[config.mk]
export PLATFORM = sky130hd
export DESIGN_NAME = sd_datin_top
export DESIGN_NICKNAME = d
export VERILOG_FILES = /design/src/hw/sd_datin_pkg.sv /design/src/hw/sd_datin_top.sv /design/src/hw/host_regs_ctrl.sv /design/src/hw/datin_block_tracker.sv /design/src/hw/datin_word_fifo.sv
export SDC_FILE = /design/constraint.sdc
export NUM_CORES = 1
export LEC_CHECK = 0
export BUFFER_PORTS_ARGS = -buffer_cell sky130_fd_sc_hd__clkbuf_2
export CELL_PAD_IN_SITES_DETAIL_PLACEMENT = 1
export CELL_PAD_IN_SITES_GLOBAL_PLACEMENT = 1
export CORE_MARGIN = 2
export CORE_UTILIZATION = 35
export DETAILED_ROUTE_END_ITERATION = 16
export HOLD_SLACK_MARGIN = 0.08
export MAX_ROUTING_LAYER = met4
export PLACE_DENSITY = 0.56
export SETUP_SLACK_MARGIN = 0.4
export SLEW_MARGIN = 20
export SYNTH_ARGS = -nofsm -noshare
export SYNTH_HDL_FRONTEND = slang
export SYNTH_HIERARCHICAL = 1
export SYNTH_SLANG_ARGS = --single-unit
export TNS_END_PERCENT = 5
[constraint.sdc]
create_clock -name sd_datInWrite_clk -period 5.65 [get_ports sd_datInWrite_clk]
set_input_delay 0.8475 -clock sd_datInWrite_clk [delete_from_list [all_inputs] [get_ports sd_datInWrite_clk]]
set_output_delay 0.8475 -clock sd_datInWrite_clk [all_outputs]
set_load 0.01 [all_outputs]
[src/hw/sd_datin_pkg.sv]
package sd_datin_pkg;

    // ====================
    // Widths and block layout
    // ====================
    localparam int WORD_W          = 16;
    localparam int BLOCK_WORDS     = 32;    // 512-bit block
    localparam int CMD6_WORD_IDX   = 8;
    localparam int ACCESS_MODE_LSB = 8;     // 4-bit field

    localparam int AXIL_ADDR_W = 4;
    localparam int AXIL_DATA_W = 32;

    // ====================
    // Register map
    // ====================
    localparam logic [AXIL_ADDR_W-1:0] REG_STATUS    = 4'h0;
    localparam logic [AXIL_ADDR_W-1:0] REG_FIFO_DATA = 4'h4;
    localparam logic [AXIL_ADDR_W-1:0] REG_LED       = 4'h8;
    localparam logic [AXIL_ADDR_W-1:0] REG_CONTROL   = 4'hC;

    localparam logic [1:0] RESP_OKAY   = 2'b00;
    localparam logic [1:0] RESP_SLVERR = 2'b10;

    // Word stream from the SD controller
    typedef struct packed {
        logic              trigger;
        logic [WORD_W-1:0] data;
    } datin_word_t;

    // Master side of the host port
    typedef struct packed {
        logic [AXIL_ADDR_W-1:0] awaddr;
        logic                   awvalid;
        logic [AXIL_DATA_W-1:0] wdata;
        logic [3:0]             wstrb;
        logic                   wvalid;
        logic                   bready;
        logic [AXIL_ADDR_W-1:0] araddr;
        logic                   arvalid;
        logic                   rready;
    } axil_req_t;

    // Slave side of the host port
    typedef struct packed {
        logic                   awready;
        logic                   wready;
        logic [1:0]             bresp;
        logic                   bvalid;
        logic                   arready;
        logic [AXIL_DATA_W-1:0] rdata;
        logic [1:0]             rresp;
        logic                   rvalid;
    } axil_rsp_t;

    // Status word, MSB first
    typedef struct packed {
        logic [7:0]  fifo_level;
        logic        fifo_empty;
        logic        fifo_full;
        logic [3:0]  access_mode;
        logic [1:0]  reserved;
        logic [15:0] block_count;
    } datin_status_t;

endpackage
[src/hw/sd_datin_top.sv]
`timescale 1ns/100ps

module sd_datin_top
    import sd_datin_pkg::*;
#(
    parameter int FIFO_DEPTH  = 16,
    parameter int BLOCK_WORDS = sd_datin_pkg::BLOCK_WORDS
) (
    input  logic        sd_datInWrite_clk,
    input  logic        sd_datInWrite_rst_,
    input  datin_word_t datin,
    output logic        datin_ready,
    input  axil_req_t   axil_req,
    output axil_rsp_t   axil_rsp,
    output logic [3:0]  led
);
    logic [WORD_W-1:0] fifo_head;
    logic              fifo_empty;
    logic              fifo_full;
    logic [7:0]        fifo_level;
    logic              pop;
    logic [3:0]        access_mode;
    logic [15:0]       block_count;
    logic              clear_blocks;
    logic              accept;

    assign accept = datin.trigger && datin_ready;   // Same qualifier the FIFO stores on

    host_regs_ctrl i_ctrl (
        .sd_datInWrite_clk  (sd_datInWrite_clk),
        .sd_datInWrite_rst_ (sd_datInWrite_rst_),
        .axil_req           (axil_req),
        .axil_rsp           (axil_rsp),
        .fifo_head          (fifo_head),
        .fifo_empty         (fifo_empty),
        .fifo_full          (fifo_full),
        .fifo_level         (fifo_level),
        .pop                (pop),
        .access_mode        (access_mode),
        .block_count        (block_count),
        .clear_blocks       (clear_blocks),
        .led                (led)
    );

    datin_word_fifo #(
        .DEPTH(FIFO_DEPTH)
    ) i_fifo (
        .sd_datInWrite_clk  (sd_datInWrite_clk),
        .sd_datInWrite_rst_ (sd_datInWrite_rst_),
        .wr                 (datin),
        .ready              (datin_ready),
        .pop                (pop),
        .head               (fifo_head),
        .empty              (fifo_empty),
        .full               (fifo_full),
        .level              (fifo_level)
    );

    datin_block_tracker #(
        .BLOCK_WORDS(BLOCK_WORDS)
    ) i_tracker (
        .sd_datInWrite_clk  (sd_datInWrite_clk),
        .sd_datInWrite_rst_ (sd_datInWrite_rst_),
        .accept             (accept),
        .word               (datin.data),
        .clear_blocks       (clear_blocks),
        .access_mode        (access_mode),
        .block_count        (block_count)
    );

endmodule

[src/hw/host_regs_ctrl.sv]
`timescale 1ns/100ps

module host_regs_ctrl
    import sd_datin_pkg::*;
(
    input  logic              sd_datInWrite_clk,
    input  logic              sd_datInWrite_rst_,
    input  axil_req_t         axil_req,
    output axil_rsp_t         axil_rsp,
    input  logic [WORD_W-1:0] fifo_head,
    input  logic              fifo_empty,
    input  logic              fifo_full,
    input  logic [7:0]        fifo_level,
    output logic              pop,
    input  logic [3:0]        access_mode,
    input  logic [15:0]       block_count,
    output logic              clear_blocks,
    output logic [3:0]        led
);
    logic                   wr_hs;
    logic                   rd_hs;
    logic                   wr_ok;
    logic                   bvalid;
    logic [1:0]             bresp;
    logic                   rvalid;
    logic [1:0]             rresp;
    logic [AXIL_DATA_W-1:0] rdata;
    logic [AXIL_DATA_W-1:0] rd_data;
    logic [1:0]             rd_resp;
    datin_status_t          status;

    // ====================
    // Write channel
    // ====================
    // AW and W are taken together; a pending B response stalls both
    assign wr_hs = axil_req.awvalid && axil_req.wvalid && !bvalid;
    assign wr_ok = (axil_req.awaddr == REG_LED) || (axil_req.awaddr == REG_CONTROL);

    assign clear_blocks = wr_hs && (axil_req.awaddr == REG_CONTROL) && axil_req.wdata[0];

    always_ff @(posedge sd_datInWrite_clk or negedge sd_datInWrite_rst_) begin
        if (!sd_datInWrite_rst_) begin
            bvalid <= 1'b0;
            led    <= 4'h0;
        end else begin
            if (wr_hs) begin
                bvalid <= 1'b1;
            end else if (axil_req.bready) begin
                bvalid <= 1'b0;
            end

            if (wr_hs && (axil_req.awaddr == REG_LED) && axil_req.wstrb[0]) begin
                led <= axil_req.wdata[3:0];
            end
        end
    end

    always_ff @(posedge sd_datInWrite_clk) begin
        if (wr_hs) begin
            bresp <= wr_ok ? RESP_OKAY : RESP_SLVERR;
        end
    end

    // ====================
    // Read channel
    // ====================
    assign rd_hs = axil_req.arvalid && !rvalid;

    // Head word leaves the FIFO on the AR handshake itself
    assign pop = rd_hs && (axil_req.araddr == REG_FIFO_DATA) && !fifo_empty;

    always_comb begin
        status.fifo_level  = fifo_level;
        status.fifo_empty  = fifo_empty;
        status.fifo_full   = fifo_full;
        status.access_mode = access_mode;
        status.reserved    = 2'b00;
        status.block_count = block_count;
    end

    always_comb begin
        rd_data = '0;
        rd_resp = RESP_OKAY;
        case (axil_req.araddr)
            REG_STATUS: begin
                rd_data = status;
            end
            REG_FIFO_DATA: begin
                rd_data[WORD_W] = fifo_empty;           // Empty flag above the word
                if (!fifo_empty) begin
                    rd_data[WORD_W-1:0] = fifo_head;
                end
            end
            REG_LED: begin
                rd_data[3:0] = led;
            end
            REG_CONTROL: begin
                rd_data = '0;                           // Write-only strobes
            end
            default: begin
                rd_resp = RESP_SLVERR;
            end
        endcase
    end

    always_ff @(posedge sd_datInWrite_clk or negedge sd_datInWrite_rst_) begin
        if (!sd_datInWrite_rst_) begin
            rvalid <= 1'b0;
        end else begin
            if (rd_hs) begin
                rvalid <= 1'b1;
            end else if (axil_req.rready) begin
                rvalid <= 1'b0;
            end
        end
    end

    always_ff @(posedge sd_datInWrite_clk) begin
        if (rd_hs) begin
            rdata <= rd_data;
            rresp <= rd_resp;
        end
    end

    // Slave outputs
    always_comb begin
        axil_rsp.awready = wr_hs;
        axil_rsp.wready  = wr_hs;
        axil_rsp.bresp   = bresp;
        axil_rsp.bvalid  = bvalid;
        axil_rsp.arready = rd_hs;
        axil_rsp.rdata   = rdata;
        axil_rsp.rresp   = rresp;
        axil_rsp.rvalid  = rvalid;
    end

endmodule

[src/hw/datin_block_tracker.sv]
`timescale 1ns/100ps

module datin_block_tracker
    import sd_datin_pkg::*;
#(
    parameter int BLOCK_WORDS = sd_datin_pkg::BLOCK_WORDS
) (
    input  logic              sd_datInWrite_clk,
    input  logic              sd_datInWrite_rst_,
    input  logic              accept,
    input  logic [WORD_W-1:0] word,
    input  logic              clear_blocks,
    output logic [3:0]        access_mode,
    output logic [15:0]       block_count
);
    localparam int IDX_W = (BLOCK_WORDS > 1) ? $clog2(BLOCK_WORDS) : 1;

    logic [IDX_W-1:0] word_idx;
    logic             last_word;
    logic             mode_word;

    assign last_word = accept && (word_idx == IDX_W'(BLOCK_WORDS-1));
    assign mode_word = accept && (word_idx == IDX_W'(CMD6_WORD_IDX));

    // ====================
    // Word position in block
    // ====================
    always_ff @(posedge sd_datInWrite_clk or negedge sd_datInWrite_rst_) begin
        if (!sd_datInWrite_rst_) begin
            word_idx <= '0;
        end else if (accept) begin
            word_idx <= last_word ? '0 : word_idx + 1'b1;
        end
    end

    // CMD6 switch status carries the access mode in word 8
    always_ff @(posedge sd_datInWrite_clk or negedge sd_datInWrite_rst_) begin
        if (!sd_datInWrite_rst_) begin
            access_mode <= 4'h0;
        end else if (mode_word) begin
            access_mode <= word[ACCESS_MODE_LSB +: 4];
        end
    end

    // ====================
    // Completed blocks
    // ====================
    always_ff @(posedge sd_datInWrite_clk or negedge sd_datInWrite_rst_) begin
        if (!sd_datInWrite_rst_) begin
            block_count <= 16'd0;
        end else begin
            if (clear_blocks) begin
                block_count <= last_word ? 16'd1 : 16'd0;   // Completion still counts
            end else if (last_word) begin
                block_count <= block_count + 16'd1;         // Wraps at 16 bits
            end
        end
    end

endmodule

[src/hw/datin_word_fifo.sv]
`timescale 1ns/100ps

module datin_word_fifo
    import sd_datin_pkg::*;
#(
    parameter int DEPTH = 16
) (
    input  logic              sd_datInWrite_clk,
    input  logic              sd_datInWrite_rst_,
    input  datin_word_t       wr,
    output logic              ready,
    input  logic              pop,
    output logic [WORD_W-1:0] head,
    output logic              empty,
    output logic              full,
    output logic [7:0]        level
);
    localparam int PTR_W = (DEPTH > 1) ? $clog2(DEPTH) : 1;

    logic [WORD_W-1:0] mem [DEPTH];
    logic [PTR_W-1:0]  wr_ptr;
    logic [PTR_W-1:0]  rd_ptr;
    logic [7:0]        count;
    logic              store;
    logic              take;

    assign full  = (count == 8'(DEPTH));
    assign empty = (count == 8'd0);
    assign ready = !full;               // Pop this cycle frees space next edge
    assign level = count;
    assign head  = mem[rd_ptr];         // Oldest word, no read latency

    assign store = wr.trigger && ready;
    assign take  = pop && !empty;

    always_ff @(posedge sd_datInWrite_clk) begin
        if (store) begin
            mem[wr_ptr] <= wr.data;
        end
    end

    // ====================
    // Pointers and occupancy
    // ====================
    always_ff @(posedge sd_datInWrite_clk or negedge sd_datInWrite_rst_) begin
        if (!sd_datInWrite_rst_) begin
            wr_ptr <= '0;
            rd_ptr <= '0;
            count  <= 8'd0;
        end else begin
            if (store) begin
                wr_ptr <= (wr_ptr == PTR_W'(DEPTH-1)) ? '0 : wr_ptr + 1'b1;
            end
            if (take) begin
                rd_ptr <= (rd_ptr == PTR_W'(DEPTH-1)) ? '0 : rd_ptr + 1'b1;
            end

            case ({store, take})
                2'b10:   count <= count + 8'd1;
                2'b01:   count <= count - 8'd1;
                default: count <= count;    // Both or neither
            endcase
        end
    end

endmodule

==> impl_metrics.ini <==
[cells_and_area]
num-nets-final = 969
seq_area_mm2 = 0.00986
syn2layout_area_growth_pct = 16.0
finish.utilization_pct = 41.0
fillers = 3906
multi_input_area_mm2 = 0.00380
drive_above_1_share_pct = 28.3

[global_routing]
grt_start_max_net_pins = 48
grt.busiest_layer = met2
overflow = 0
grt_pass1_vias = 7599
grt_pass1_wl_um = 48700
grt.met2_usage_pct = 26.9
use_met3_pct = 3.36
antenna_found_initial = 2
use_met1_pct = 20.9
grtUsageTotal_pct = 16.4

[sta]
skew_ns = 0.0204
finalSetupViolCount = 0
max_slew_margin_pct = 34.2
period_share_pct = 70.7
fmax_ghz = 0.250
slew_violations = 0
fin_crit_ns = 4.00
tns_ns = 0
tightest_slew_ns = 0.981
rsz0062_at_grt = false
finalHoldViolations = 0

[setup_path]
regToRegSetupSlack_ns = 1.65
rr_startpoint = i_fifo/level[1]
critical_path_class = register to register
cp_max_fo = 17
critical_path_depth = 14
critical_path_arrival_ns = 4.43
r2r_end = i_fifo/level[7]
critPathMaxStageDelay_ns = 0.55
cpMaxStageDelayCell = ha_1
cp.required_ns = 6.09
crit_path_end_kind = register
crit_family = compound AO/OA/AOI/OAI gates
crit_chain = nor3_1 > and3_1 > and2b_1 > buf_4 > and2_1 > inv_1 > a31oi_1 > ha_1 > ha_1 > a211oi_1 > nor2_1 > a31oi_1 > mux2i_1 > a32o_1
crit_buf_inv = 2
r2r_cells = 14
start_kind = register

[floorplan]
initial_core_util_pct = 35.3
core-area_mm2 = 0.0395
row_count = 73
ios = 114
die_width_um = 204
dieArea_mm2 = 0.0416
die_y_um = 204

[place]
gp_congestion = 0.754
port_buffers = 79
dp_hpwl_um = 20200

[pwr]
p_int_w = 0.00500
switching_share_pct = 28.4
peakVddDrop_uv = 309
clockPowerShare_pct = 34.8
p_switching_w = 0.00198
power.density_mw_per_mm2 = 431
power_w = 0.00699
pwr-share-comb_pct = 19.0
p_seq_share_pct = 46.2
cellLeakagePower_nw = 5.59

[clock_network]
path_clk_slew_ns = 0.06
cts.sinks = 336
cts_buffer_depth = 3
cts_buffers = 37
cts_tree = yes
root_buffer = clkbuf_16
htree_levels = 2
ctsHoldBuffers = 0
cts-resized-gates = 0
clk_latency_ns = 0.56
postCtsSetupBuffers = 0

[synthesis]
seq_area_frac_synth_pct = 70.5
yosys_warnings = 6
avgSynthCellArea_um2 = 17.8
synth.most_common_cell = edfxtp_1
synth_top_area_share_pct = 62.1
syn-cell-area_mm2 = 0.0140
yosysTopAreaCell = edfxtp_1
synth_commonest_cells = edfxtp_1 (289), mux4_2 (49), dfrtp_1 (47)
syn_inst = 785
ys_ff_latch = 336
synth-edff-count = 289
async_flop_share_pct = 14.0
ys.flop_type = edfxtp_1
synth_cell_types = 64
synth_top_cells_by_area = edfxtp_1 (62%), dfrtp_1 (8.4%), mux4_2 (7.9%)

[status]
outcome = finished, final reports clean

[drt]
antenna_left = 0
avgViaCountPerCell = 5.00
wl_um = 32200
wl_per_cell_um = 22.4
vias = 7201
initialDrtViolationCount = 486
dr.pass1.iters = 4
drcViolationCount = 0

[run]
drv_cap = 0

[hold_path]
hp-class = primary input to asynchronous set/reset pin
==> stage by stage <==
step                      hold WS, ns  std cells  setup WS [ns]  cell area (um^2)
after global placement          0.489       1369           1.23             15000
after global routing            0.450       1439           1.26             16200
final                           0.412       1439           1.65             16200
after CTS                       0.419       1436           1.62             16200
after floorplan                 0.463        787          0.910             14000
after detailed placement        0.498       1369           1.21             15000
==> cells in the final DEF, fill, tap and decap left out, drive strengths merged, types with 3 or more instances in the layout <==
cell type and count:
o21ai 16, dfrtp 47, a211oi 18, mux2 12
nand2 24, edfxtp 289, a221o 4, nor3b 3
and2 23, xor2 5, nor2b 20, or3 6
nor4 4, a22o 13, conb 3, clkinv 19
ha 16, mux4 64, buf 27, o31ai 3
o21a 3, clkbuf 120, nand4 7, inv 19
bufinv 4, nor3 13, a21o 3, nand3 10
and3 3, nor2 28, a31oi 3, mux2i 17
a21oi 31, xnor2 10, or4 3
==> state kept, by name, indices dropped and copies added, names as in the netlist <==
register	cells
i_fifo/mem	256
i_ctrl/rdata	31
i_tracker/block_count	16
i_fifo/level	8
i_tracker/word_idx	5
i_ctrl/led	4
i_fifo/rd_ptr	4
i_fifo/wr_ptr	4
i_tracker/access_mode	4
i_ctrl/bresp	1
i_ctrl/bvalid	1
i_ctrl/rresp	1
i_ctrl/rvalid	1
==> power by group through the flow <==
| stage | Sequential, W | Clock (W) | Combinational [W] |
|---|---|---|---|
| 2_1_floorplan | 0.00312 | 0 | 0.00108 |
| 3_3_place_gp | 0.00328 | 0 | 0.00134 |
| 3_5_place_dp | 0.00329 | 0 | 0.00135 |
| 4_1_cts | 0.00324 | 0.00250 | 0.00136 |
| 5_1_grt | 0.00327 | 0.00259 | 0.00147 |
| 6_report | 0.00323 | 0.00243 | 0.00133 |
==> per-layer routing <==
metal | vias to the layer above | share of wire, %
met3 | 47 | 5.7
met2 | 179 | 49
met5 | - | 0
met1 | 3668 | 43
li1 | 3307 | -
met4 | 0 | 2.1
==> worst max path at each step <==
stage | to | start | slack (ns)
after global placement | i_fifo/level[7] | axil_req[5] | 1.23
final | i_fifo/level[7] | i_fifo/level[1] | 1.65
after global routing | i_fifo/level[7] | i_fifo/level[1] | 1.26
after floorplan | i_fifo/level[7] | axil_req[1] | 0.91
after CTS | i_fifo/level[7] | i_fifo/level[1] | 1.62
after detailed placement | i_fifo/level[7] | axil_req[5] | 1.21
==> layout make-up <==
class	count	area share, %
sequential	336	60.8
clock inverter	26	1.76
clock buffer	41	5.80
timing repair buffer	106	3.73
tap	525	4.05
antenna	2	0.0309
inverter	18	0.417
multi-input combinational	385	23.4
==> cells by family (layout without fill, tap and decap cells) <==
kind of cell             Yosys count  after routing  share of synthesized area, %
XOR/XNOR                          15             15                         0.940
adder cells (fa/ha/maj)           17             17                          1.58
AO/OA/AOI/OAI                    101            101                          4.99
flip-flops                       336            336                          70.5
AND/OR/NAND/NOR                  156            156                          6.25
buffers and inverters             66            191                          2.83
multiplexers                      93             93                          12.9
other                              1              5                        0.0268
No activity file was read; power rests on OpenSTA's default activity.
